$ cat src/common/led_matrix_pkg.sv
// ==========================================================
// led matrix shared definitions: widths, pixel layout,
// command codes and scan and uart timing constants
// ==========================================================
package led_matrix_pkg;

    // panel geometry, 64x32 scanned as 16 row pairs
    localparam int NUM_COLS      = 64;
    localparam int NUM_ROW_PAIRS = 16;
    localparam int NUM_PLANES    = 2;

    // timing in clk_root cycles
    localparam int TICKS_PER_BIT = 8;  // per uart bit
    localparam int PIXEL_PERIOD  = 4;  // per shifted column
    localparam int ON_TIME_BASE  = 64; // plane 0 display time, doubles per plane

    typedef logic [5:0] col_addr_t;
    typedef logic [3:0] row_addr_t;    // row r drives panel rows r and r+16

    // stored pixel, bits 1:0 red, 3:2 green, 5:4 blue, 7:6 unused
    typedef logic [7:0] pixel_t;

    typedef logic [2:0] rgb_t;         // bit 0 red, 1 green, 2 blue
    typedef logic       plane_t;
    typedef logic [1:0] plane_mask_t;  // one enable per plane

    // byte address is {row, column, half}, half 0 is top
    typedef logic [10:0] ram_a_addr_t;
    // word address is {row, column}
    typedef logic [9:0]  ram_b_addr_t;
    // top pixel in low byte, bottom pixel in high byte
    typedef logic [15:0] ram_b_data_t;

    // command codes on the serial stream
    localparam pixel_t CMD_PIXEL        = 8'h50; // then x, y, colour
    localparam pixel_t CMD_BRIGHTNESS   = 8'h42; // then plane mask
    localparam pixel_t CMD_COLOR_ENABLE = 8'h43; // then channel mask

endpackage

$ cat src/scan/framebuffer_fetch.sv
// ==========================================================
// pixel fetch, reads one column word and picks the current
// plane bit of each channel for both halves, then masks it
// ==========================================================
module framebuffer_fetch (
    input  logic                        clk_root,
    input  logic                        arst_n,
    input  led_matrix_pkg::col_addr_t   column,
    input  led_matrix_pkg::row_addr_t   row,
    input  led_matrix_pkg::plane_t      plane,
    output led_matrix_pkg::ram_b_addr_t rd_addr,
    input  led_matrix_pkg::ram_b_data_t rd_data,
    input  led_matrix_pkg::plane_mask_t brightness_enable,
    input  led_matrix_pkg::rgb_t        color_enable,
    output led_matrix_pkg::rgb_t        rgb_top,
    output led_matrix_pkg::rgb_t        rgb_bottom
);
    import led_matrix_pkg::*;

    plane_t plane_q;    // travels with the ram read
    pixel_t pix_top;
    pixel_t pix_bottom;
    rgb_t   bits_top;
    rgb_t   bits_bottom;
    rgb_t   enable;

    // the ram's registered read port holds the address
    assign rd_addr = {row, column};

    assign pix_top    = rd_data[7:0];
    assign pix_bottom = rd_data[15:8];

    // two bits per channel, plane selects which
    always_comb begin
        for (int c = 0; c < $bits(rgb_t); c++) begin
            bits_top[c]    = pix_top[2 * c + int'(plane_q)];
            bits_bottom[c] = pix_bottom[2 * c + int'(plane_q)];
        end
    end

    assign enable = color_enable & {$bits(rgb_t){brightness_enable[plane_q]}};

    always_ff @(posedge clk_root or negedge arst_n) begin
        if (!arst_n) begin
            plane_q    <= '0;
            rgb_top    <= '0;
            rgb_bottom <= '0;
        end else begin
            plane_q    <= plane;
            rgb_top    <= bits_top & enable;
            rgb_bottom <= bits_bottom & enable;
        end
    end

endmodule

$ cat config.mk
export PLATFORM = sky130hd
export DESIGN_NAME = framebuffer_fetch
export DESIGN_NICKNAME = d
export VERILOG_FILES = /design/src/common/led_matrix_pkg.sv /design/src/scan/framebuffer_fetch.sv
export SDC_FILE = /design/constraint.sdc
export NUM_CORES = 1
export LEC_CHECK = 0
export BUFFER_PORTS_ARGS = -buffer_cell sky130_fd_sc_hd__buf_2
export CORE_AREA = 2 2 39 41
export CTS_CLUSTER_DIAMETER = 50
export DETAILED_ROUTE_END_ITERATION = 10
export DIE_AREA = 0 0 41 43
export PLACE_DENSITY = 0.73
export SYNTH_ARGS = -nofsm -noshare
export SYNTH_HDL_FRONTEND = slang
export SYNTH_SLANG_ARGS = --single-unit
$ cat constraint.sdc
create_clock -name clk_root -period 1.05 [get_ports clk_root]
set_input_delay 0 -clock clk_root [delete_from_list [all_inputs] [get_ports clk_root]]
set_output_delay 0 -clock clk_root [all_outputs]
set_load 0.1 [all_outputs]
* After elaboration in Yosys (flattened, before gate mapping)
Index checks and enable logic that the tools add are counted.
Operators by class: add/subtract/negate cells 2, magnitude comparators 4, mux-type cells 18, bitwise gates (word level) 3
Operator list (count):
- $mux 1 | 14
- $bmux 1 s3 | 4
- $and 3x3->3 | 3
- $add 3x1->4 const A | 1
- $lt 1x4->1 const B | 1
- $lt 3x4->1 const B | 1
- $lt 4x4->1 const B | 1
- $add 2x1->3 const A | 1
- $lt 1x2->1 const B | 1
Storage, ports and cells: bits in registers 7, input port bits 34

* Depth between registers and ports, before layout
depth in word-level cells 5, depth in mapped cells 3

* Least setup slack after synthesis
OpenSTA, ideal clock, no wires.
kind register to output, start point register rgb_bottom[0], end point output rgb_bottom[0], data arrival time 0.883 ns, data required time 1.050 ns, path slack 0.167 ns, cell stages (with the launch flop) 1, path buffers 0, path through dfrtp_1
RTL lines:
- from (decl) | RTL line framebuffer_fetch.sv:16 | output led_matrix_pkg::rgb_t rgb_bottom
- from (signal assigned) | RTL line framebuffer_fetch.sv:51 | rgb_bottom <= bits_bottom & enable;
No word-level cell between the ends.

* Final worst setup path
start point register rgb_bottom[2], end point output rgb_bottom[2]
No word-level cell between the ends.

==> summary.md <==
| Metric | Value |
|---|---|
| Status | complete, no violations |
| Area after DPL | 432 µm² |
| Highest-count cells in the layout ignoring fill and taps | 25 x buf_2, 6 x nand2_1, 6 x nand4_1, 6 x dfrtp_1, 5 x dlygate4sd3_1 |
| Max-Slew Margin vs Limit | 67.7% |
| Clock Path Buffers | 2 |
| Initial DRC count | 8 |
| Clock Skews | 0.00265 ns |
| Max incr delay on CP | 0.42 ns |
| # diodes | 0 |
| Switching Share | 31.7% |
| Hold slack | 0.0000439 ns |
| Full die area | 0.00176 mm² |
| ANT nets after route | 0 |
| Grt ovf | 0 |
| Gate Count Post-Synth | 37 |
| IO Pins | 50 |
| CTS Sinks | 7 |
| DR WL/cell | 11.3 µm |
| Peak VDD IR | 0.329 mV |
| Overall power | 0.706 mW |
| Final Instance Area | 509 µm² |
| Seq/Total Area, Yosys | 47.5% |
| WS Path Type | flop to output port |
| Clk slew on worst S/H paths | 0.05 ns |
| Arrival time worst endpoint | 0.98 ns |
| Max FO, Critical Path | 1 |
| H-tree levels | 1 |
| Yosys top cell by area | dfrtp_1 |
| Tcrit/Tclk final | 93.6% |
| DRC violations left | 0 |
| YS warnings | 0 |
| Num CTS Buffers | 3 |
| Core area | 0.00138 mm² |
| Drt total wl | 856 µm |
| Fin nets | 95 |
| Combinational power share | 24.7% |
| Tmin final | 0.983 ns |
| Post-synthesis area per instance | 9.98 µm² |
| Most common cell after layout, fill and taps aside | buf_2 |
| CP Buf/Inv Count | 1 |
| Final Slew Violations | 0 |
| Leakage | 0.279 nW |
| Startpoint types | flop |
| Worst setup EP type | output port |
| Syn nets | 71 |
| Gpl congestion | 0.568 |
| Buffers on Ports | 25 |
| Seq cells post-synth | 7 |
| Measured slew at the worst slew-check pin | 0.488 ns |
| CTS tree | done |
| Starting Density | 26.7% |
| Largest net degree at the start of global routing | 12 |
| Setup Fix Bufs, Post-CTS | 0 |
| Setup violators final | 0 |
| First-pass DRT Iterations | 5 |
| Register share of total power | 41.1% |
| Top cell type's share of synthesized area | 47.5% |
| Fmax | 1.02 GHz |
| Die height | 43 µm |
| Final setup margin | 0.0671 ns |
| Total track usage | 11.8% |
| Area Growth Syn to Fin | 38.0% |
| Final hold vios | 0 |
| Number of global-route vias before repair | 373 |
| First-pass GRT wire length | 1420 µm |
| Vias per Instance | 4.49 |
| Synthesized cell area | 369 µm² |
| Worst hold path type | input port to output port |
| Clk root buf | clkbuf_4 |
| Worst path cell trace | buf_2 |
| RSZ-0062 raised after global routing | false |
| Largest cells by area after synthesis | dfrtp_1 47%, buf_4 22%, nand4_1 10%, nand4b_1 9.5%, nand2_1 6.1% |
| Post-synth cell types | 7 |
| Routed vias | 341 |
| Setup slack after placement | 0.147 ns |
| Hpwl dp | 650 µm |
| Cell family with most CP delay | buffers and inverters |
| Crit path max-delay cell type | buf_2 |
| Internal cell power | 0.482 mW |
| Number of antenna violations at the first check in global routing | 0 |
| Dpl cells | 67 |
| Later-pin clock latency in the skew report | 0.24 ns |
| Setup TNS | 0 ns |
| PD cells | 1390 mW/mm² |
| Clock share of power | 34.2% |
| WP data required | 1.05 ns |
| Post-Route Utilization | 36.8% |
| Max-Cap Viols | 0 |
| Die X | 41 µm |
| # rows | 14 |
| Layout cell share with drive strength beyond 1 | 48.3% |
| Switching Power | 0.224 mW |
| Non-Filler Instances | 76 |
==> cell usage after synthesis <==
library cell / n
buf_4: 11
nand2b_1: 1
dfrtp_1: 7
nand4b_1: 4
o21ai_0: 2
nand4_1: 6
nand2_1: 6
==> routing by layer <==
| metal | wire length, µm | global-route usage, % | vias up | share of wire [%] |
|---|---|---|---|---|
| met4 | 14 | 9.33 | 0 | 1.6 |
| met2 | 418 | 19.1 | 17 | 49 |
| met3 | 86 | 3.66 | 6 | 10 |
| met5 | 0 | 0 | - | 0 |
| met1 | 335 | 11.3 | 151 | 39 |
| li1 | - | - | 167 | - |
==> power groups by stage <==
stage | logic, mW | clock network [mW] | registers, mW
finish | 0.175 | 0.241 | 0.290
floorplan | 0.200 | 0 | 0.374
detailed placement | 0.160 | 0 | 0.294
global route | 0.188 | 0.268 | 0.293
global placement | 0.158 | 0 | 0.294
CTS | 0.175 | 0.250 | 0.290
==> kinds of logic (layout without fill, tap and decap cells) <==
kind of cell    Yosys count  in the layout  share of synthesized area (%)
compound gates            2              2                           2.71
buf+inv                  11             34                           22.4
flops                     7              7                           47.5
simple gates             17             17                           27.5
==> path summary, 6_finish.rpt <==
| kind | startpoint | depth (start not counted) | slack (ns) | to |
|---|---|---|---|---|
| max | rgb_bottom[2]$_DFF_PN0_ | 1 | 0.07 | rgb_bottom[2] |
| min | row[2] | 0 | 0.00004 | rd_addr[8] |
| max reg2reg | plane_q$_DFF_PN0_ | 2 | 0.17 | rgb_bottom[1]$_DFF_PN0_ |
| min reg2reg | plane_q$_DFF_PN0_ | 2 | 0.64 | rgb_top[0]$_DFF_PN0_ |
| max in group asynchronous | arst_n | 2 | 0.77 | plane_q$_DFF_PN0_ |
| min in group asynchronous | arst_n | 2 | 0.11 | rgb_top[1]$_DFF_PN0_ |
==> state kept, by name (all words and copies together) (netlist names) <==
| register | cells |
|---|---|
| plane_q | 1 |
| rgb_bottom | 3 |
| rgb_top | 3 |
==> area by class of cell <==
cell class | count | area [µm²]
clock buffer | 4 | 26.3
tap | 16 | 20.0
fill | 151 | 875
multi-input combinational | 19 | 111
timing repair buffer | 30 | 175
sequential | 7 | 176
==> timing repair <==
action / CTS / global route
gates resized for setup: 0 / 1
endpoints found under the setup margin: 0 / 1
hold buffers: 5 / 0
endpoints found under the hold margin: 11 / 0
(Power assumes the default switching activity.)
