### config.mk
export PLATFORM = sky130hd
export DESIGN_NAME = uart_rx
export DESIGN_NICKNAME = d
export VERILOG_FILES = /design/src/common/led_matrix_pkg.sv /design/src/source/uart_rx.sv
export SDC_FILE = /design/constraint.sdc
export NUM_CORES = 1
export LEC_CHECK = 0
export BUFFER_PORTS_ARGS = -buffer_cell sky130_fd_sc_hd__buf_2
export CAP_MARGIN = 20
export CORE_MARGIN = 3
export CORE_UTILIZATION = 34
export DETAILED_ROUTE_END_ITERATION = 12
export SLEW_MARGIN = 30
export SYNTH_ARGS = -nofsm -noshare
export SYNTH_HDL_FRONTEND = slang
export SYNTH_SLANG_ARGS = --single-unit
### constraint.sdc
create_clock -name clk_root -period 4.39 [get_ports clk_root]
set_clock_uncertainty 0.1 [all_clocks]
set_input_delay 0.6585 -clock clk_root [delete_from_list [all_inputs] [get_ports clk_root]]
set_output_delay 0.6585 -clock clk_root [all_outputs]
set_load 0.02 [all_outputs]
### src/common/led_matrix_pkg.sv
// ==========================================================
// led matrix shared definitions: widths, pixel layout,
// command codes and scan and uart timing constants
// ==========================================================
package led_matrix_pkg;

    // panel geometry, 64x32 scanned as 16 row pairs
    localparam int NUM_COLS      = 64;
    localparam int NUM_ROW_PAIRS = 16;
    localparam int NUM_PLANES    = 2;

    // timing in clk_root cycles
    localparam int TICKS_PER_BIT = 8;  // per uart bit
    localparam int PIXEL_PERIOD  = 4;  // per shifted column
    localparam int ON_TIME_BASE  = 64; // plane 0 display time, doubles per plane

    typedef logic [5:0] col_addr_t;
    typedef logic [3:0] row_addr_t;    // row r drives panel rows r and r+16

    // stored pixel, bits 1:0 red, 3:2 green, 5:4 blue, 7:6 unused
    typedef logic [7:0] pixel_t;

    typedef logic [2:0] rgb_t;         // bit 0 red, 1 green, 2 blue
    typedef logic       plane_t;
    typedef logic [1:0] plane_mask_t;  // one enable per plane

    // byte address is {row, column, half}, half 0 is top
    typedef logic [10:0] ram_a_addr_t;
    // word address is {row, column}
    typedef logic [9:0]  ram_b_addr_t;
    // top pixel in low byte, bottom pixel in high byte
    typedef logic [15:0] ram_b_data_t;

    // command codes on the serial stream
    localparam pixel_t CMD_PIXEL        = 8'h50; // then x, y, colour
    localparam pixel_t CMD_BRIGHTNESS   = 8'h42; // then plane mask
    localparam pixel_t CMD_COLOR_ENABLE = 8'h43; // then channel mask

endpackage

### src/source/uart_rx.sv
// ==========================================================
// uart receiver, 8N1 LSB first, with a two-flop input
// synchronizer and a one-cycle strobe per good byte
// ==========================================================
module uart_rx (
    input  logic                  clk_root,
    input  logic                  arst_n,
    input  logic                  rx_line,
    output led_matrix_pkg::pixel_t rx_data,
    output logic                  rx_valid
);
    import led_matrix_pkg::*;

    typedef logic [$clog2(TICKS_PER_BIT)-1:0] tick_t;
    typedef enum logic [1:0] {ST_IDLE, ST_START, ST_DATA, ST_STOP} rx_state_t;

    rx_state_t  state;
    logic [1:0] sync_q;     // line idles high
    logic       rx_s;
    tick_t      tick_cnt;
    logic [2:0] bit_idx;
    pixel_t     shift_q;
    logic       sample;

    assign rx_s = sync_q[1];
    assign sample = (tick_cnt == tick_t'(TICKS_PER_BIT - 1)); // middle of data/stop bit

    always_ff @(posedge clk_root or negedge arst_n) begin
        if (!arst_n) begin
            sync_q   <= 2'b11;
            state    <= ST_IDLE;
            tick_cnt <= '0;
            bit_idx  <= '0;
            rx_valid <= 1'b0;
        end else begin
            sync_q   <= {sync_q[0], rx_line};
            rx_valid <= 1'b0;
            tick_cnt <= tick_cnt + 1'b1;
            unique case (state)
                ST_IDLE: begin
                    tick_cnt <= '0;
                    if (!rx_s) state <= ST_START;
                end
                ST_START: begin
                    // half a bit in, check start is still low
                    if (tick_cnt == tick_t'(TICKS_PER_BIT / 2 - 1)) begin
                        tick_cnt <= '0;
                        bit_idx  <= '0;
                        state    <= rx_s ? ST_IDLE : ST_DATA;
                    end
                end
                ST_DATA: begin
                    if (sample) begin
                        bit_idx <= bit_idx + 1'b1;
                        if (bit_idx == 3'd7) state <= ST_STOP;
                    end
                end
                ST_STOP: begin
                    if (sample) begin
                        rx_valid <= rx_s; // low stop bit drops the byte
                        state    <= ST_IDLE;
                    end
                end
                default: state <= ST_IDLE;
            endcase
        end
    end

    always_ff @(posedge clk_root) begin
        if (state == ST_DATA && sample) shift_q <= {rx_s, shift_q[7:1]};
        if (state == ST_STOP && sample) rx_data <= shift_q;
    end

endmodule
Word-level counts from Yosys, hierarchy flattened
Index checks and enable logic that the tools add are counted.
Storage, ports and cells
  bits in registers: 27
  input port bits: 3
Operators by class
  add/sub/neg operators: 2
  eq/ne operators: 11
  muxes and demuxes: 14
  reduce and logical (&&, ||, !) cells: 6
Operators with widths (number)
  2-bit two-way mux: 6
  3-bit case mux with 2 select lines: 2
  2-bit inequality test, second input constant: 5
  3-bit two-way mux: 3
  2-bit case mux with 4 select lines: 1
  3-bit by 1-bit adder with 3-bit output, second input constant: 2
  3-bit == test, second input constant: 2
  5-bit AND reduction: 1
  2-bit == test, second input constant: 2
  3-bit by 2-bit == test with 1-bit output, second input constant: 1
  3-bit AND reduction: 1
  2-bit by 1-bit == test with 1-bit output, second input constant: 1
  1-bit logical AND: 2
  2-bit logical NOT: 1
  1-bit two-way mux: 2
  2-bit nonzero test: 1

Depth between registers and ports, before layout
Gate-level depths: netlist of the first run.
  depth after elaboration: 4
  gate-level depth with buffers: 5

Worst setup path after synthesis of the first run
OpenSTA, ideal clock, no wires.
  path kind: register to register
  start: reg tick_cnt[0]
  end: reg shift_q[0], enable pin
  library setup time: 0.324 ns
  arrival time: 1.154 ns
  required time: 3.966 ns
  path slack: 2.812 ns
  cell stages (with the launch flop): 6
  buffers on the path: 0
  cell sequence: dfrtp_1 > ha_1 > ha_1 > nor2b_4 > nand2_2 > inv_1
Between the ends
  cells in the longest elaborated chain, start to end: 2
Ends and longest elaborated chain
  from (decl): line uart_rx.sv:20  | tick_t tick_cnt;
  from (signal assigned): line uart_rx.sv:38  | tick_cnt <= tick_cnt + 1'b1;
  3-bit == test: line uart_rx.sv:26  | assign sample = (tick_cnt == tick_t'(TICKS_PER_BIT - 1));
  1-bit logical AND: line uart_rx.sv:70  | if (state == ST_DATA && sample) shift_q <= {rx_s, shift_q[7:1]};
  to (signal assigned): line uart_rx.sv:70
  to (decl): line uart_rx.sv:22  | pixel_t shift_q;
Every way passes these cells.
A chain may end at the register's enable or synchronous reset.

Final worst setup path of the first run
  start: reg tick_cnt[0]
  end: reg shift_q[7], enable pin
The elaborated chain is that of the path after synthesis.

==> summary.md, run 1 <==
| Metric | Value |
|---|---|
| Outcome | completed |
| Syn avg cell area | about 16 µm² |
| Number of global-route vias before repair | 504 |
| Final slew viol count | 0 |
| #FFs+latches synth | 27 |
| Largest net degree at the start of global routing | 17 |
| Worst Path Required | between 4 and 5 ns |
| Max Cap Viol | 0 |
| IO buf count | 11 |
| R2r endpoint | shift_q[7] |
| Yosys warnings | 0 |
| Initial DRT Pass Iterations | 2 |
| CTS buffer count | 3 |
| Cell Area, Synth | ~1000 µm² |
| CTS max path bufs | 2 |
| Initial antenna violation count | 0 |
| Multi-input logic area | approximately 250 µm² |
| Share of layout cells above drive strength 1 | around a quarter |
| Initial Util | 36.5% |
| Highest routed layer | met4 |
| CP Launch Point | tick_cnt[0] |
| Period minus WS final | approximately 1.7 ns |
| Commonest cells post-synth | edfxtp_1 (16), dfrtp_1 (9), ha_1 (6) |
| FF-to-FF path depth | 5 |
| Via density | around 4.8 |
| Total GRT Usage | 8.47% |
| Library cells used by synthesis | 20 |
| RSZ-0062 raised after global routing | false |
| P&R area growth vs syn | 11.6% |
| Synth top area share | between 40% and 50% |
| Met3 WL post-DR | approximately 71 µm |
| Tcrit/Tclk final | roughly two fifths |
| Sequential cell area | 758 µm² |
| Sequential fraction of the synthesis area | about 74% |
| Final HPWL DP | roughly 930 µm |
| Core ar. | 2810 µm² |
| Worst hold path type | in -> async |
| Crit Path Max Fanout | 8 |
| Setup repair bufs after CTS | 0 |
| Root buffer cell | clkbuf_4 |
| Num rows | 19 |
| Synth area leaders | edfxtp_1 (47%), dfrtp_1 (22%), ha_1 (7.3%) |
| CP Launch Type | flop |
| Min Hold Slack | between 0.07 and 0.08 ns |
| Fraction of registers with async set or reset after synthesis | approximately two fifths |
| Fill cells | 271 |
| Routed wire length | 1.30 mm |
| Leakage | approximately 0.48 nW |
| CTS Sinks | 27 |
| Post-route ant nets | 0 |
| Met2 Routed Length | between 500 and 600 µm |
| CP arrival | approximately 1.7 ns |
| R2R Path Start | tick_cnt[0] |
| Worst setup path end | shift_q[7] |
| Type of the worst setup path | reg -> reg |
| Final nets | just under 90 |
| Primary FF master, synth | edfxtp_1 |
| Syn_nets | 73 |
| Clk_lat worst skew | 0.32 ns |
| Die ar. | 3700 µm² |
| EDFF count, synth | 16 |
| Worst VDD drop | slightly below 0.0003 V |
| Worst Setup End Kind | flop |
| Routed WL per cell | about 12 µm |
| Slew of the pin with the lowest slew margin | a little over 0.4 ns |
| Area leader, netlist | edfxtp_1 |
| Max Clock Freq | about 570 MHz |
| Reg-to-reg slack, setup | between 2 and 3 ns |
| Pwr Density | about 480 nW/µm² |
| Top-count cell post-synth | edfxtp_1 |
| # DRC | 0 |
| CTS tree | done |
| Post-route setup TNS | 0 ns |
| Setup WS post-layout | between 2 and 3 ns |
| CTS H-tree depth | 1 |
| Setup Viol. Count Final | 0 |
| Hold Vio Cnt, Final | 0 |
| GP Congestion | approximately 0.73 |
| Worst-path clk slew | 0.14 ns |
| Relative slew slack | between 70% and 80% |
| Cell count after synthesis | 64 |
| Via count | about 530 |
| Hold Buf Count CTS | 0 |
| Place WS | ~2.6 ns |
| Gr ovfl total | 0 |
| Ant. Diodes | 0 |
| M1 wire length | 615 µm |
| DIE WIDTH | slightly above 60 µm |
| Die Y | 60.9 µm |
| I/O pin total | 12 |
| Starting DRC count in detailed routing | 1 |
| Post-cts resize count | 0 |
| First-pass GRT wire length | between 2 and 2.5 mm |
report_power, final:
part / switching [mW] / internal [mW] / total, mW
registers: 0.0385 / 0.302 / 0.340
clock network: 0.0692 / 0.0348 / 0.104
logic: 0.0561 / 0.0537 / 0.110
stage by stage:
| step | utilization [%] | cell area (µm²) | total power [mW] | std cells |
|---|---|---|---|---|
| after global placement | 39.7 | 1110 | 0.451 | 105 |
| after floorplan | - | 1020 | 0.428 | 64 |
| after CTS | 40.7 | 1140 | 0.565 | 109 |
| after detailed placement | 39.7 | 1110 | 0.456 | 105 |
| after global routing | 40.7 | 1140 | 0.595 | 109 |
| final | 40.7 | 1140 | 0.554 | 109 |
area by class of cell:
cell class,instances,share of cell area [%]
flip-flops and latches,27,66.4
multi-input cells,33,21.8
repair buffers,11,4.82
well taps,31,3.40
clock buffers,3,1.97
inverters,3,0.986
clock inverters,1,0.657
layer usage:
metal,GRT usage (%),vias up
met5,0,-
met2,13.6,14
met1,9.76,254
li1,-,253
met3,3.83,5
met4,3.72,0
registers in the layout (all words and copies together) (netlist names), named ones only:
name,flops
bit_idx,3
tick_cnt,3
shift_q,8
rx_data,8
state,1
sync_q,2
rx_valid,1
cells by family (layout without fill, tap and decap cells):
kind of cell	Yosys count	in the layout	synth area share (%)
adder cells (fa/ha/maj)	6	6	7.33
buffers and inverters	4	18	1.59
AO/OA/AOI/OAI	8	8	5.87
multiplexers	2	2	1.96
flip-flops	27	27	74.1
AND/OR/NAND/NOR	17	17	9.17
worst max-delay path: stages, from the launching register on:
cell	delay [ns]
dfrtp_1	0.37
ha_1	0.20
ha_1	0.22
nor2b_4	0.22
nand2_2	0.08
inv_1	0.24
how the worst min path moves through the flow:
| stage | from | end | slack, ns | cells past startpoint |
|---|---|---|---|---|
| global route | arst_n | tick_cnt[2] | 0.06 | 1 |
| global placement | sync_q[0] | sync_q[1] | 0.25 | 0 |
| finish | arst_n | bit_idx[2] | 0.07 | 1 |
| CTS | arst_n | bit_idx[0] | 0.07 | 1 |
| floorplan | sync_q[0] | sync_q[1] | 0.25 | 0 |
| detailed placement | sync_q[0] | sync_q[1] | 0.25 | 0 |
cells in the final DEF, fill, tap and decap left out:
| cell | count |
|---|---|
| a21o_1 | 2 |
| a21oi_1 | 3 |
| and2_1 | 1 |
| and2b_1 | 1 |
| and3_1 | 1 |
| buf_2 | 11 |
| clkbuf_4 | 3 |
| clkinvlp_4 | 1 |
| dfrtp_1 | 9 |
| dfstp_2 | 2 |
| edfxtp_1 | 16 |
| ha_1 | 6 |
| inv_1 | 3 |
| mux2i_1 | 2 |
| nand2_1 | 4 |
| nand2_2 | 2 |
| nor2_1 | 4 |
| nor2b_1 | 2 |
| nor2b_4 | 1 |
| nor3_1 | 1 |
| o221a_1 | 2 |
| o31ai_1 | 1 |
Note: power is estimated with default switching activity, not from simulation.
==> run 2, diff against run 1 <==
- clock period: 4.39 -> 1.5 ns (I/O delays scaled with it)
==> summary.md, run 2 (synthesis gave the netlist of run 1 again) <==
| Metric | Value |
|---|---|
| Max Clock Freq | 679 MHz (+18%) |
| Crit Path Max Fanout | 4 (-4) |
| Root buffer cell | clkbuf_4 |
| Leakage | 0.517 nW (+8.2%) |
| Switching Share | 30.3% (+0.78 points) |
| Sequential power share | 53.0% (-8.4 points) |
| Worst Setup End Kind | flop |
| Logic gate share of total power | 29.7% (+9.9 points) |
| Number of global-route vias before repair | 525 (+4.2%) |
| Place WS | -0.0574 ns (-2.69 ns) |
| Top Registers | rx_data (8), shift_q (8) |
| Type of the worst setup path | reg -> reg |
| Switching power | 550 µW (+240%) |
| Pwr Density | 1430 nW/µm² (+190%) |
| DIE WIDTH | 60.9 µm (unchanged) |
| Final core utilization | 45.3% (+4.5 points) |
| Share of layout cells above drive strength 1 | 39.1% (+13 points) |
| Post-route ant nets | 0 (unchanged) |
| Slew of the pin with the lowest slew margin | 0.252 ns (-0.156 ns) |
| Clock power share | 17.3% (-1.5 points) |
| Core ar. | 2810 µm² (unchanged) |
| Largest net degree at the start of global routing | 17 (unchanged) |
| CTS max path bufs | 2 (unchanged) |
| Outcome | completed |
| Starting DRC count in detailed routing | 12 (+11) |
| Clk_lat worst skew | 0.32 ns (about the same) |
| CTS Sinks | 27 (unchanged) |
| First-pass GRT wire length | 2.34 mm (+5.6%) |
| Final slew viol count | 0 (unchanged) |
| Fin cells | 118 (+8.3%) |
| CTS buffer count | 3 (unchanged) |
| Relative slew slack | 83.2% (+10 points) |
| Worst-path clk slew | 0.14 ns (about the same) |
| Period minus WS final | 1.47 ns (-0.266 ns) |
| Tcrit/Tclk final | 98.2% (+59 points) |
| Worst Path Required | 1.62 ns (-2.69 ns) |
| DP Cell Count | 110 (+4.8%) |
| CP arrival | 1.60 ns (-0.06 ns) |
| Setup WS post-layout | 0.0269 ns (-2.62 ns) |
| Num rows | 19 (unchanged) |
| Worst VDD drop | 0.000906 V (+210%) |
| Die ar. | 3700 µm² (unchanged) |
| Setup Viol. Count Final | 0 (unchanged) |
| Initial DRT Pass Iterations | 2 (unchanged) |
| Total GRT Usage | 8.74% (+0.27 points) |
| Min Hold Slack | 0.173 ns (+0.0997 ns) |
| Hold Vio Cnt, Final | 0 (unchanged) |
| IO buf count | 11 (unchanged) |
| # DRC | 0 (unchanged) |
| Final HPWL DP | 1.02 mm (+9.6%) |
| Routed WL per cell | 12.2 µm (+2.7%) |
| Fill cells | 264 (-2.6%) |
| Leading cell types in the layout, fill and taps excluded | edfxtp_1 (16), buf_2 (11), dfrtp_1 (9) |
| Gr ovfl total | 0 (unchanged) |
| CTS H-tree depth | 1 (unchanged) |
| Via count | 557 (+5.9%) |
| Tot Pwr | 1.81 mW (+230%) |
| Leading cell type in the layout, fill and taps excluded | edfxtp_1 |
| Initial antenna violation count | 0 (unchanged) |
| Final nets | 97 (+10%) |
| CTS tree | done |
| RSZ-0062 raised after global routing | true |
| Initial Util | 36.5% (unchanged) |
| GP Congestion | 0.701 (-4.3%) |
| CP Launch Type | flop |
| Routed wire length | 1.44 mm (+11%) |
| Via density | 4.72 (-2.2%) |
| Max Cap Viol | 0 (unchanged) |
| Ant. Diodes | 0 (unchanged) |
| Die Y | 60.9 µm (unchanged) |
| Worst hold path type | in -> async |
| Internal power | 1.26 mW (+220%) |
| I/O pin total | 12 (unchanged) |
| P&R area growth vs syn | 24.1% |
-- run 2: changes by cell type in the layout (fill, tap and decap cells not counted), moves of 2 or more --
cell           previous run  this run
ha_4                      0         3
ha_1                      6         3
buf_4                     0         6
dlygate4sd3_1             0         2
-- run 2: path summary, 6_finish.rpt --
check | slack [ns] | start | to | cells past startpoint
max | 0.03 | tick_cnt[0] | bit_idx[1] | 5
min | 0.17 | arst_n | tick_cnt[0] | 2
max reg2reg | 0.03 | tick_cnt[0] | bit_idx[1] | 5
min reg2reg | 0.27 | sync_q[0] | sync_q[1] | 0
max in group asynchronous | 0.87 | arst_n | sync_q[1] | 2
min in group clk_root | 0.27 | sync_q[0] | sync_q[1] | 0
-- run 2: layer usage --
| metal | up-vias | GRT usage, % | wire length, µm |
|---|---|---|---|
| li1 | 272 | - | - |
| met1 | 271 | 11.4 | 702 |
| met2 | 14 | 14.0 | 676 |
| met3 | 0 | 3.83 | 65 |
| met4 | 0 | 0.929 | 0 |
| met5 | - | 0 | 0 |
-- run 2: what timing repair did --
action,4_1_cts,5_1_grt
setup buffers,1,1
setup endpoints to repair,21,14
hold buffers,2,0
pin swaps,2,2
hold endpoints to repair,12,0
gates resized for setup,5,6
-- run 2: critical path, cell delays in order (launching register included) --
cell	delay, ns
dfrtp_1	0.43
ha_4	0.19
ha_4	0.15
nor2b_4	0.13
buf_4	0.14
o221a_1	0.23
-- run 2: through the flow --
step,area (µm²),setup TNS (ns)
2_1_floorplan,1030,0
3_3_place_gp,1150,-0.0904
5_1_grt,1270,-0.198
3_5_place_dp,1150,-0.816
4_1_cts,1240,0
6_report,1270,0
-- run 2: layout make-up --
type	count	area, µm²	share of cell area [%]
inverters	3	16.3	1.28
repair buffers	20	131	10.3
clock inverters	1	7.51	0.591
multi-input cells	33	295	23.3
flip-flops and latches	27	758	59.7
well taps	31	38.8	3.05
clock buffers	3	22.5	1.77
-- run 2: power groups by stage --
stage,Sequential [mW],Combinational (mW),Clock [mW]
6_report,0.960,0.538,0.313
5_1_grt,0.974,0.616,0.351
4_1_cts,0.963,0.490,0.327
3_5_place_dp,0.959,0.441,0
3_3_place_gp,0.955,0.422,0
2_1_floorplan,0.972,0.283,0
