`src/common/led_matrix_pkg.sv`:
```
// ==========================================================
// led matrix shared definitions: widths, pixel layout,
// command codes and scan and uart timing constants
// ==========================================================
package led_matrix_pkg;

    // panel geometry, 64x32 scanned as 16 row pairs
    localparam int NUM_COLS      = 64;
    localparam int NUM_ROW_PAIRS = 16;
    localparam int NUM_PLANES    = 2;

    // timing in clk_root cycles
    localparam int TICKS_PER_BIT = 8;  // per uart bit
    localparam int PIXEL_PERIOD  = 4;  // per shifted column
    localparam int ON_TIME_BASE  = 64; // plane 0 display time, doubles per plane

    typedef logic [5:0] col_addr_t;
    typedef logic [3:0] row_addr_t;    // row r drives panel rows r and r+16

    // stored pixel, bits 1:0 red, 3:2 green, 5:4 blue, 7:6 unused
    typedef logic [7:0] pixel_t;

    typedef logic [2:0] rgb_t;         // bit 0 red, 1 green, 2 blue
    typedef logic       plane_t;
    typedef logic [1:0] plane_mask_t;  // one enable per plane

    // byte address is {row, column, half}, half 0 is top
    typedef logic [10:0] ram_a_addr_t;
    // word address is {row, column}
    typedef logic [9:0]  ram_b_addr_t;
    // top pixel in low byte, bottom pixel in high byte
    typedef logic [15:0] ram_b_data_t;

    // command codes on the serial stream
    localparam pixel_t CMD_PIXEL        = 8'h50; // then x, y, colour
    localparam pixel_t CMD_BRIGHTNESS   = 8'h42; // then plane mask
    localparam pixel_t CMD_COLOR_ENABLE = 8'h43; // then channel mask

endpackage

```
`src/control/command_parser.sv`:
```
// ==========================================================
// command parser, turns received bytes into pixel writes
// and the brightness and colour enable masks
// ==========================================================
module command_parser (
    input  logic                        clk_root,
    input  logic                        arst_n,
    input  led_matrix_pkg::pixel_t      rx_data,
    input  logic                        rx_valid,
    output logic                        wr_en,
    output led_matrix_pkg::ram_a_addr_t wr_addr,
    output led_matrix_pkg::pixel_t      wr_data,
    output led_matrix_pkg::plane_mask_t brightness_enable,
    output led_matrix_pkg::rgb_t        color_enable
);
    import led_matrix_pkg::*;

    typedef enum logic [2:0] {
        S_IDLE,
        S_PIX_X,
        S_PIX_Y,
        S_PIX_COLOR,
        S_BRIGHTNESS,
        S_COLOR_EN
    } cmd_state_t;

    cmd_state_t state;
    col_addr_t  pix_x;
    row_addr_t  pix_row;
    logic       pix_half;   // y bit 4, bottom half

    always_ff @(posedge clk_root or negedge arst_n) begin
        if (!arst_n) begin
            state             <= S_IDLE;
            wr_en             <= 1'b0;
            brightness_enable <= '1;
            color_enable      <= '1;
        end else begin
            wr_en <= 1'b0;
            if (rx_valid) begin
                unique case (state)
                    S_IDLE: begin
                        // anything that is not a command code is dropped
                        case (rx_data)
                            CMD_PIXEL:        state <= S_PIX_X;
                            CMD_BRIGHTNESS:   state <= S_BRIGHTNESS;
                            CMD_COLOR_ENABLE: state <= S_COLOR_EN;
                            default:          state <= S_IDLE;
                        endcase
                    end
                    S_PIX_X: state <= S_PIX_Y;
                    S_PIX_Y: state <= S_PIX_COLOR;
                    S_PIX_COLOR: begin
                        wr_en <= 1'b1;  // write lands the cycle after the byte
                        state <= S_IDLE;
                    end
                    S_BRIGHTNESS: begin
                        brightness_enable <= rx_data[1:0];
                        state             <= S_IDLE;
                    end
                    S_COLOR_EN: begin
                        color_enable <= rx_data[2:0];
                        state        <= S_IDLE;
                    end
                    default: state <= S_IDLE;
                endcase
            end
        end
    end

    // coordinates and write payload
    always_ff @(posedge clk_root) begin
        if (rx_valid && state == S_PIX_X) pix_x <= rx_data[5:0];
        if (rx_valid && state == S_PIX_Y) begin
            pix_row  <= rx_data[3:0];
            pix_half <= rx_data[4];
        end
        if (rx_valid && state == S_PIX_COLOR) begin
            wr_addr <= {pix_row, pix_x, pix_half};
            wr_data <= rx_data;
        end
    end

endmodule

```
`config.mk`:
```
export PLATFORM = sky130hd
export DESIGN_NAME = command_parser
export DESIGN_NICKNAME = d
export VERILOG_FILES = /design/src/common/led_matrix_pkg.sv /design/src/control/command_parser.sv
export SDC_FILE = /design/constraint.sdc
export NUM_CORES = 1
export LEC_CHECK = 0
export ABC_AREA = 1
export BUFFER_PORTS_ARGS = -buffer_cell sky130_fd_sc_hd__buf_2
export CAP_MARGIN = 20
export CELL_PAD_IN_SITES_DETAIL_PLACEMENT = 1
export CELL_PAD_IN_SITES_GLOBAL_PLACEMENT = 2
export CORE_MARGIN = 2
export CORE_UTILIZATION = 37
export CTS_CLUSTER_DIAMETER = 120
export DETAILED_ROUTE_END_ITERATION = 16
export GPL_ROUTABILITY_DRIVEN = 1
export PLACE_DENSITY = 0.83
export SLEW_MARGIN = 0
export SYNTH_ARGS = -nofsm -noshare
export SYNTH_HDL_FRONTEND = slang
export SYNTH_SLANG_ARGS = --single-unit
export TNS_END_PERCENT = 1
```
`constraint.sdc`:
```
create_clock -name clk_root -period 5.42 [get_ports clk_root]
set_clock_uncertainty 0.15 [all_clocks]
set_input_delay 0.542 -clock clk_root [delete_from_list [all_inputs] [get_ports clk_root]]
set_output_delay 0.542 -clock clk_root [all_outputs]
set_load 0.005 [all_outputs]
```
Word level (Yosys, flattened, before mapping)
Cells that the tools add are included.
{ "totals": {"register_bits": 39, "inputBits": 11, "out_inout_bits": 25, "wordCells": 27} }
{ "op_classes": {"n_eq_ne": 8, "n_mux": 4, "reduce_logical": 6} }
{ "ops": {"columns": ["operator", "count"], "rows": [
  ["== test 8 x 7 -> 1 bit (second input constant)", 3],
  ["one-hot mux 3 bit (3 select lines)", 2],
  ["== test 3 x 2 -> 1 bit (second input constant)", 2],
  ["== test 3 bit (second input constant)", 2],
  ["AND reduction 2 bit", 2],
  ["== test 3 x 1 -> 1 bit (second input constant)", 1],
  ["logical AND 1 bit", 3],
  ["zero test 3 bit", 1],
  ["two-way mux 1 bit", 2]
]} }

Longest topological paths before layout
Gate-level depths: netlist (run 1).
{ "logic_depth": {"ltp_word": 3, "depth_mapped": 5, "ltp_nobuf": 5} }

Worst setup path before layout (run 1)
No wires, ideal clock.
{ "synth_path": {"path_kind": "input -> register", "start": "input rx_valid", "end": "register wr_addr[0] (enable)", "setup_ns": 0.446, "arrival_ns": 2.481, "t_required_ns": 4.824, "setup_slack_ns": 2.343, "stages": 2, "path_buffers": 0, "cell_sequence": "inv_2 > nor4_1"} }
{ "synth_via": {"elab_chain_len": 1} }
{ "synth_rtl": {"columns": ["item", "line", "rtl"], "rows": [
  ["start: declaration", "command_parser.sv:9", "input logic rx_valid,"],
  ["logical AND 1 bit", "command_parser.sv:78", "if (rx_valid && state == S_PIX_COLOR) begin"],
  ["end signal: assignment", "command_parser.sv:79", "wr_addr <= {pix_row, pix_x, pix_half};"],
  ["end: declaration", "command_parser.sv:11", "output led_matrix_pkg::ram_a_addr_t wr_addr,"]
]} }
No other way between the ends.
A chain may end at the register's enable or synchronous reset.

Final worst setup path (run 1)
{ "layout_path": {"start": "register state[0]", "end": "register wr_data[3] (enable)"} }
{ "layout_via": {"elab_chain_len": 2} }
{ "layout_rtl": {"columns": ["item", "line", "rtl"], "rows": [
  ["start: declaration", "command_parser.sv:27", "cmd_state_t state;"],
  ["start signal: assignment", "command_parser.sv:34", "state <= S_IDLE;"],
  ["start signal: assignment", "command_parser.sv:45", "CMD_PIXEL: state <= S_PIX_X;"],
  ["start signal: assignment", "command_parser.sv:46", "CMD_BRIGHTNESS: state <= S_BRIGHTNESS;"],
  ["== test 3 x 2 -> 1 bit", "command_parser.sv:78", null],
  ["logical AND 1 bit", "command_parser.sv:78", null],
  ["end signal: assignment", "command_parser.sv:80", "wr_data <= rx_data;"],
  ["end: declaration", "command_parser.sv:12", "output led_matrix_pkg::pixel_t wr_data,"]
]} }
No other way between the ends.

==> results of run 1 <==
power by group:
part / total, µW / internal (µW) / switching [µW]
clock: 277 / 184 / 93.3
sequential: 388 / 371 / 17.1
combinational: 89.3 / 31.8 / 57.4
total: 754 / 587 / 168
routing by layer:
metal	GRT usage, %	share of wire, %	up-vias
met4	4.79	0.97	0
met3	3.65	6.6	2
li1	-	-	387
met5	0	0	-
met2	24.7	54	29
met1	14.0	38	384
state kept, by name, summed over array words and instances (netlist names):
name / flops
brightness_enable: 2
color_enable: 3
pix_half: 1
pix_row: 4
pix_x: 6
state: 3
wr_addr: 11
wr_data: 8
wr_en: 1
metrics by stage:
| stage | power [µW] | std cells | hold WS (ps) |
|---|---|---|---|
| 2_1_floorplan | 440 | 87 | 96.4 |
| 3_3_place_gp | 478 | 171 | 247 |
| 3_5_place_dp | 485 | 171 | 252 |
| 4_1_cts | 765 | 180 | 275 |
| 5_1_grt | 790 | 180 | 273 |
| 6_report | 754 | 180 | 270 |
cell type report:
cell class | instances | area [µm²] | share of cell area (%)
sequential | 39 | 1130 | 64.2
multi-input combinational | 36 | 201 | 11.4
timing repair buffer | 37 | 193 | 10.9
clock buffer | 6 | 72.6 | 4.11
clock inverter | 2 | 60.1 | 3.40
tap | 48 | 60.1 | 3.40
inverter | 12 | 45.0 | 2.55
worst max-delay path: stages (launching register included):
cell     delay [ps]
dfrtp_1         450
inv_2            90
nor4_2          590
buf_4           340
logic make-up (layout without fill, tap and decap cells):
| kind of cell | count (synthesis) | in the layout |
|---|---|---|
| compound gates | 8 | 8 |
| buf+inv | 12 | 57 |
| flops | 39 | 39 |
| simple gates | 28 | 28 |
worst min-delay path by stage:
| stage | start | slack, ps | to |
|---|---|---|---|
| 3_5_place_dp | arst_n | 250 | wr_en$_DFF_PN0_ |
| 5_1_grt | pix_half$_DFFE_PP_ | 270 | wr_addr[0]$_DFFE_PP_ |
| 2_1_floorplan | arst_n | 100 | state[0]$_DFFE_PN0P_ |
| 3_3_place_gp | arst_n | 250 | wr_en$_DFF_PN0_ |
| 6_report | pix_x[4]$_DFFE_PP_ | 270 | wr_addr[5]$_DFFE_PP_ |
| 4_1_cts | pix_x[4]$_DFFE_PP_ | 270 | wr_addr[5]$_DFFE_PP_ |
placed cells by master, fill, tap and decap left out, types with 2 or more instances in the layout:
| master | n |
|---|---|
| o21ai_1 | 3 |
| nand2_1 | 11 |
| inv_1 | 8 |
| edfxtp_1 | 30 |
| o21ai_2 | 3 |
| dfstp_2 | 5 |
| inv_2 | 3 |
| clkbuf_8 | 5 |
| bufinv_16 | 2 |
| buf_2 | 35 |
| nor2_1 | 8 |
| nand3_1 | 3 |
| dfrtp_1 | 4 |
==> flow_metrics.py, run 1 <==
metrics = {
    "cells_and_area": {
        "final_cell_area_um2": 1760,
        "drive_gt1_share_pct": 45.5,
        "layout.nets": 142,
        "area_growth_pct": 28.5,
        "final_util_pct": 48.9,
        "fillers": 394,
        "diodes": 0,
    },
    "critical_path": {
        "r2r_start": "state[0]$_DFFE_PN0P_",
        "worst_r2r_path_depth": 3,
        "critPathMaxFanout": 15,
        "r2r_setup_slack_ps": 3500,
        "worstSetupStartpoint": "state[0]$_DFFE_PN0P_",
        "crit_type": "register to register",
        "crit_end": "wr_data[3]$_DFFE_PP_",
        "reg2reg_to": "wr_data[3]$_DFFE_PP_",
        "worstSetupEndpointType": "register",
        "cp_data_arrival_time_ps": 1760,
        "start_kind": "register",
        "cp.required_ps": 5250,
    },
    "timing": {
        "worst_pin_slew_ps": 684,
        "finalSetupTns_ps": 0,
        "min_period_ps": 1920,
        "final-setup-viol-count": 0,
        "fmax_ghz": 0.520,
        "finalCritPeriodShare_pct": 35.5,
        "setup_ws_ps": 3500,
        "rsz0062_at_grt": "false",
        "slew_viol_final": 0,
        "max-slew-margin-rel_pct": 54.0,
        "hold_violations": 0,
    },
    "cts": {
        "htree_levels": 2,
        "cts_resized": 0,
        "clock-sinks": 39,
        "clk_pin_slew_ps": 70,
        "insertion_delay_ps": 280,
        "root_buffer": "clkbuf_8",
        "clockBufferDepth": 2,
        "cts_hold_buf": 1,
        "cts_tree": "built",
        "post-cts-setup-buffers": 0,
        "cts_made_buffers": 5,
    },
    "hold_path": {
        "hp-class": "register to register",
        "min_path_cells": 0,
    },
    "synthesis": {
        "synth_fa_ha_area_share_pct": 0,
        "async_flop_share_pct": 23.1,
        "synth_compound_area_share_pct": 4.19,
        "ys_warn_count": 0,
        "synthCells": 87,
        "netlist_area_um2": 1370,
        "yosys-top-cells-count": "30 x edfxtp_1, 11 x nand2_1, 8 x inv_1, 8 x nor2_1, 5 x dfstp_2",
        "synth_top_area_share_pct": 65.6,
        "syn-num-nets": 98,
        "synth.most_common_cell": "edfxtp_1",
        "yosys.area_share.simple_pct": 10.0,
        "synth.area.top_cells": "edfxtp_1 66%, dfstp_2 9.6%, dfrtp_1 7.3%",
        "yosys_most_used_dff": "edfxtp_1",
        "ys_seq_elements": 39,
        "synth_top_family_by_area": "simple AND/OR/NAND/NOR gates",
        "synth-xor-area-share_pct": 0,
        "synth.area.mux_share_pct": 0,
        "syn_avg_cell_area_um2": 15.8,
        "yosys.area.top_type": "edfxtp_1",
        "yosysSeqAreaShare_pct": 82.5,
        "synth_edf_count": 30,
        "yosysUniqueCellTypes": 19,
    },
    "detailed_routing": {
        "drt_iter0_drc": 5,
        "drc": 0,
        "viasPerCell": 4.46,
        "firstDrtPassIters": 3,
        "antenna_left": 0,
        "totalWireLength_um": 2480,
        "vias": 802,
        "wl_per_cell_um": 13.8,
    },
    "die": {
        "die_h_um": 64.9,
        "start_util_pct": 38.1,
        "fp.dieW_um": 64.9,
        "core-area_um2": 3610,
        "ios": 36,
        "dieArea_um2": 4210,
        "fp-row-count": 22,
    },
    "place": {
        "placed_area_um2": 1620,
        "finalWeightedCongestion": 0.760,
        "io_buffers": 35,
        "dpl_worst_slack_ps": 3330,
        "dp_hpwl_um": 1900,
    },
    "pwr": {
        "irDropWorstVdd_uv": 195,
        "p_leak_uw": 0.000726,
        "cellPowerDensity_nw_per_um2": 428,
    },
    "run": {
        "cap_violations": 0,
    },
    "global_routing": {
        "gr-total-overflow": 0,
        "grt_pass1_wl_um": 4020,
        "grt_pass1_vias": 830,
        "track_usage_pct": 13.2,
        "grt_max_degree": 16,
        "antenna_found_initial": 0,
    },
    "outcome": {
        "status": "finished, final reports clean",
    },
}
Power figures use the tool's default switching activity.
==> run 2, diff against run 1 <==
--- a/config.mk
+++ b/config.mk
@@ -11,11 +11,11 @@
 export CELL_PAD_IN_SITES_DETAIL_PLACEMENT = 1
 export CELL_PAD_IN_SITES_GLOBAL_PLACEMENT = 2
 export CORE_MARGIN = 2
-export CORE_UTILIZATION = 37
+export CORE_UTILIZATION = 31
 export CTS_CLUSTER_DIAMETER = 120
 export DETAILED_ROUTE_END_ITERATION = 16
 export GPL_ROUTABILITY_DRIVEN = 1
-export PLACE_DENSITY = 0.83
+export PLACE_DENSITY = 0.74
 export SLEW_MARGIN = 0
 export SYNTH_ARGS = -nofsm -noshare
 export SYNTH_HDL_FRONTEND = slang
==> constraint.sdc (replaced) <==
create_clock -name clk_root -period 1.7 [get_ports clk_root]
set_clock_uncertainty 0.15 [all_clocks]
set_input_delay 0.17 -clock clk_root [delete_from_list [all_inputs] [get_ports clk_root]]
set_output_delay 0.17 -clock clk_root [all_outputs]
set_load 0.005 [all_outputs]
==> flow_metrics.py, run 2 (synthesized netlist as in run 1, its figures left out) <==
metrics = {
    "cells_and_area": {
        "layout.nets": 149,
        "final_cell_mix": "35 x buf_2, 30 x edfxtp_1, 11 x nand2_1",
        "drive_gt1_share_pct": 44.6,
        "diodes": 0,
        "area_growth_pct": 32.8,
        "largest_reg_flops": 11,
        "reg_top3": "wr_addr (11), wr_data (8), pix_x (6)",
        "regMostFlops": "wr_addr",
        "final_cell_area_um2": 1820,
        "layout_commonest_cell": "buf_2",
        "layout.cells.non_filler": 191,
    },
    "timing": {
        "final-setup-viol-count": 0,
        "finalSetupTns_ps": 0,
        "setup_ws_ps": 231,
        "holdWs_ps": 22.3,
        "rsz0062_at_grt": "false",
        "worst_pin_slew_ps": 288,
        "max-slew-margin-rel_pct": 80.7,
        "slew_viol_final": 0,
        "finalCritPeriodShare_pct": 86.4,
        "fmax_ghz": 0.681,
        "hold_violations": 0,
        "min_period_ps": 1470,
    },
    "critical_path": {
        "cp_data_arrival_time_ps": 1280,
        "r2r_start": "state[0]$_DFFE_PN0P_",
        "r2r_setup_slack_ps": 230,
        "worstSetupEndpointType": "register",
        "start_kind": "register",
        "worst_r2r_path_depth": 3,
        "reg2reg_to": "pix_half$_DFFE_PP_",
        "crit_type": "register to register",
        "cp.required_ps": 1510,
        "critPathMaxFanout": 5,
    },
    "die": {
        "die_h_um": 70.5,
        "fp.dieW_um": 70.5,
        "fp-row-count": 24,
        "dieArea_um2": 4980,
        "core-area_um2": 4320,
        "ios": 36,
        "start_util_pct": 31.7,
    },
    "hold_path": {
        "min_path_cells": 2,
        "hp-class": "input port to register",
        "hold_start": "rx_valid",
        "hold_end": "state[1]$_DFFE_PN0P_",
    },
    "cts": {
        "htree_levels": 2,
        "clock-sinks": 39,
        "clk_pin_slew_ps": 70,
        "insertion_delay_ps": 280,
        "root_buffer": "clkbuf_8",
        "clockBufferDepth": 2,
        "cts_made_buffers": 5,
        "cts_tree": "built",
        "post-cts-setup-buffers": 0,
    },
    "pwr": {
        "switching_share_pct": 25.4,
        "seqPwrFrac_pct": 56.4,
        "power.internal_uw": 1640,
        "p_leak_uw": 0.000741,
        "p_comb_share_pct": 15.0,
        "power.share.clock_pct": 28.6,
        "cellPowerDensity_nw_per_um2": 1200,
        "irDropWorstVdd_uv": 277,
        "p_sw_uw": 556,
    },
    "global_routing": {
        "track_usage_pct": 12.6,
        "grt_max_degree": 21,
        "antenna_found_initial": 0,
        "gr-total-overflow": 0,
        "grt_pass1_vias": 909,
        "grt_pass1_wl_um": 4550,
    },
    "run": {
        "cap_violations": 0,
    },
    "detailed_routing": {
        "totalWireLength_um": 2820,
        "firstDrtPassIters": 3,
        "viasPerCell": 4.40,
        "drc": 0,
        "wl_per_cell_um": 14.7,
        "drt_iter0_drc": 51,
        "vias": 841,
        "antenna_left": 0,
    },
    "place": {
        "placed_area_um2": 1650,
        "dp_cells": 175,
        "dpl_worst_slack_ps": 88.6,
        "finalWeightedCongestion": 0.708,
        "io_buffers": 35,
        "dp_hpwl_um": 1990,
    },
    "outcome": {
        "status": "finished, final reports clean",
    },
}
==> run 2: cell count changes in the layout (fill, tap and decap cells not counted) <==
cell / before / now
bufinv_16: 2 / 0
nor4_2: 1 / 0
nor2_2: 0 / 1
nor4_4: 0 / 1
dlygate4sd3_1: 1 / 8
clkbuf_8: 5 / 6
nor2_1: 8 / 7
dfrtp_1: 4 / 3
clkinv_2: 0 / 1
buf_4: 1 / 0
buf_12: 0 / 1
dfrtp_2: 0 / 1
==> run 2: what timing repair did <==
action,CTS,global route
endpoints found under the setup margin,0,5
resized for setup,0,1
hold buffers,8,0
hold endpoints to repair,25,0
==> run 2: area by class of cell <==
cell class | instances | area, µm²
clock buffer | 7 | 86.3
clock inverter | 1 | 5.00
fill | 466 | 2500
inverter | 12 | 45.0
multi-input combinational | 36 | 213
sequential | 39 | 1130
tap | 52 | 65.1
timing repair buffer | 44 | 275
==> run 2: how the worst max path moves through the flow <==
| stage | slack, ps | endpoint | startpoint | cells after the start |
|---|---|---|---|---|
| after global placement | 220 | pix_row[0]$_DFFE_PP_ | state[0]$_DFFE_PN0P_ | 3 |
| after detailed placement | 90 | pix_row[1]$_DFFE_PP_ | state[1]$_DFFE_PN0P_ | 4 |
| after global routing | 80 | pix_row[3]$_DFFE_PP_ | state[1]$_DFFE_PN0P_ | 4 |
| after floorplan | -90 | wr_addr[0]$_DFFE_PP_ | state[2]$_DFFE_PN0P_ | 1 |
| after CTS | 70 | pix_row[3]$_DFFE_PP_ | state[1]$_DFFE_PN0P_ | 4 |
| final | 230 | pix_half$_DFFE_PP_ | state[0]$_DFFE_PN0P_ | 3 |
==> run 2: power by group through the flow <==
stage	logic, µW	registers, µW	clock network (µW)
global placement	298	1250	0
CTS	330	1240	654
floorplan	156	1260	0
global route	371	1250	693
finish	329	1240	627
detailed placement	316	1260	0
==> run 2: through the flow <==
stage,power (µW),util (%)
after floorplan,1410,-
after global placement,1540,38.1
after detailed placement,1570,38.1
after CTS,2220,42.1
after global routing,2310,42.2
final,2190,42.2
==> run 2: metal layers <==
metal  global-route usage, %  part of all wire, %  vias up  routed length, µm
li1                        -                    -      399                  -
met1                    13.2                   36      406               1010
met2                    21.9                   55       27               1560
met3                    3.99                  5.2        9                146
met4                    7.97                  3.7        0                105
met5                       0                    0        -                  0
==> run 2: critical path, cell delays in order, from the launching register on <==
cell     delay [ps]
dfrtp_1         430
nor3_2          220
inv_1           100
nor2_2          250
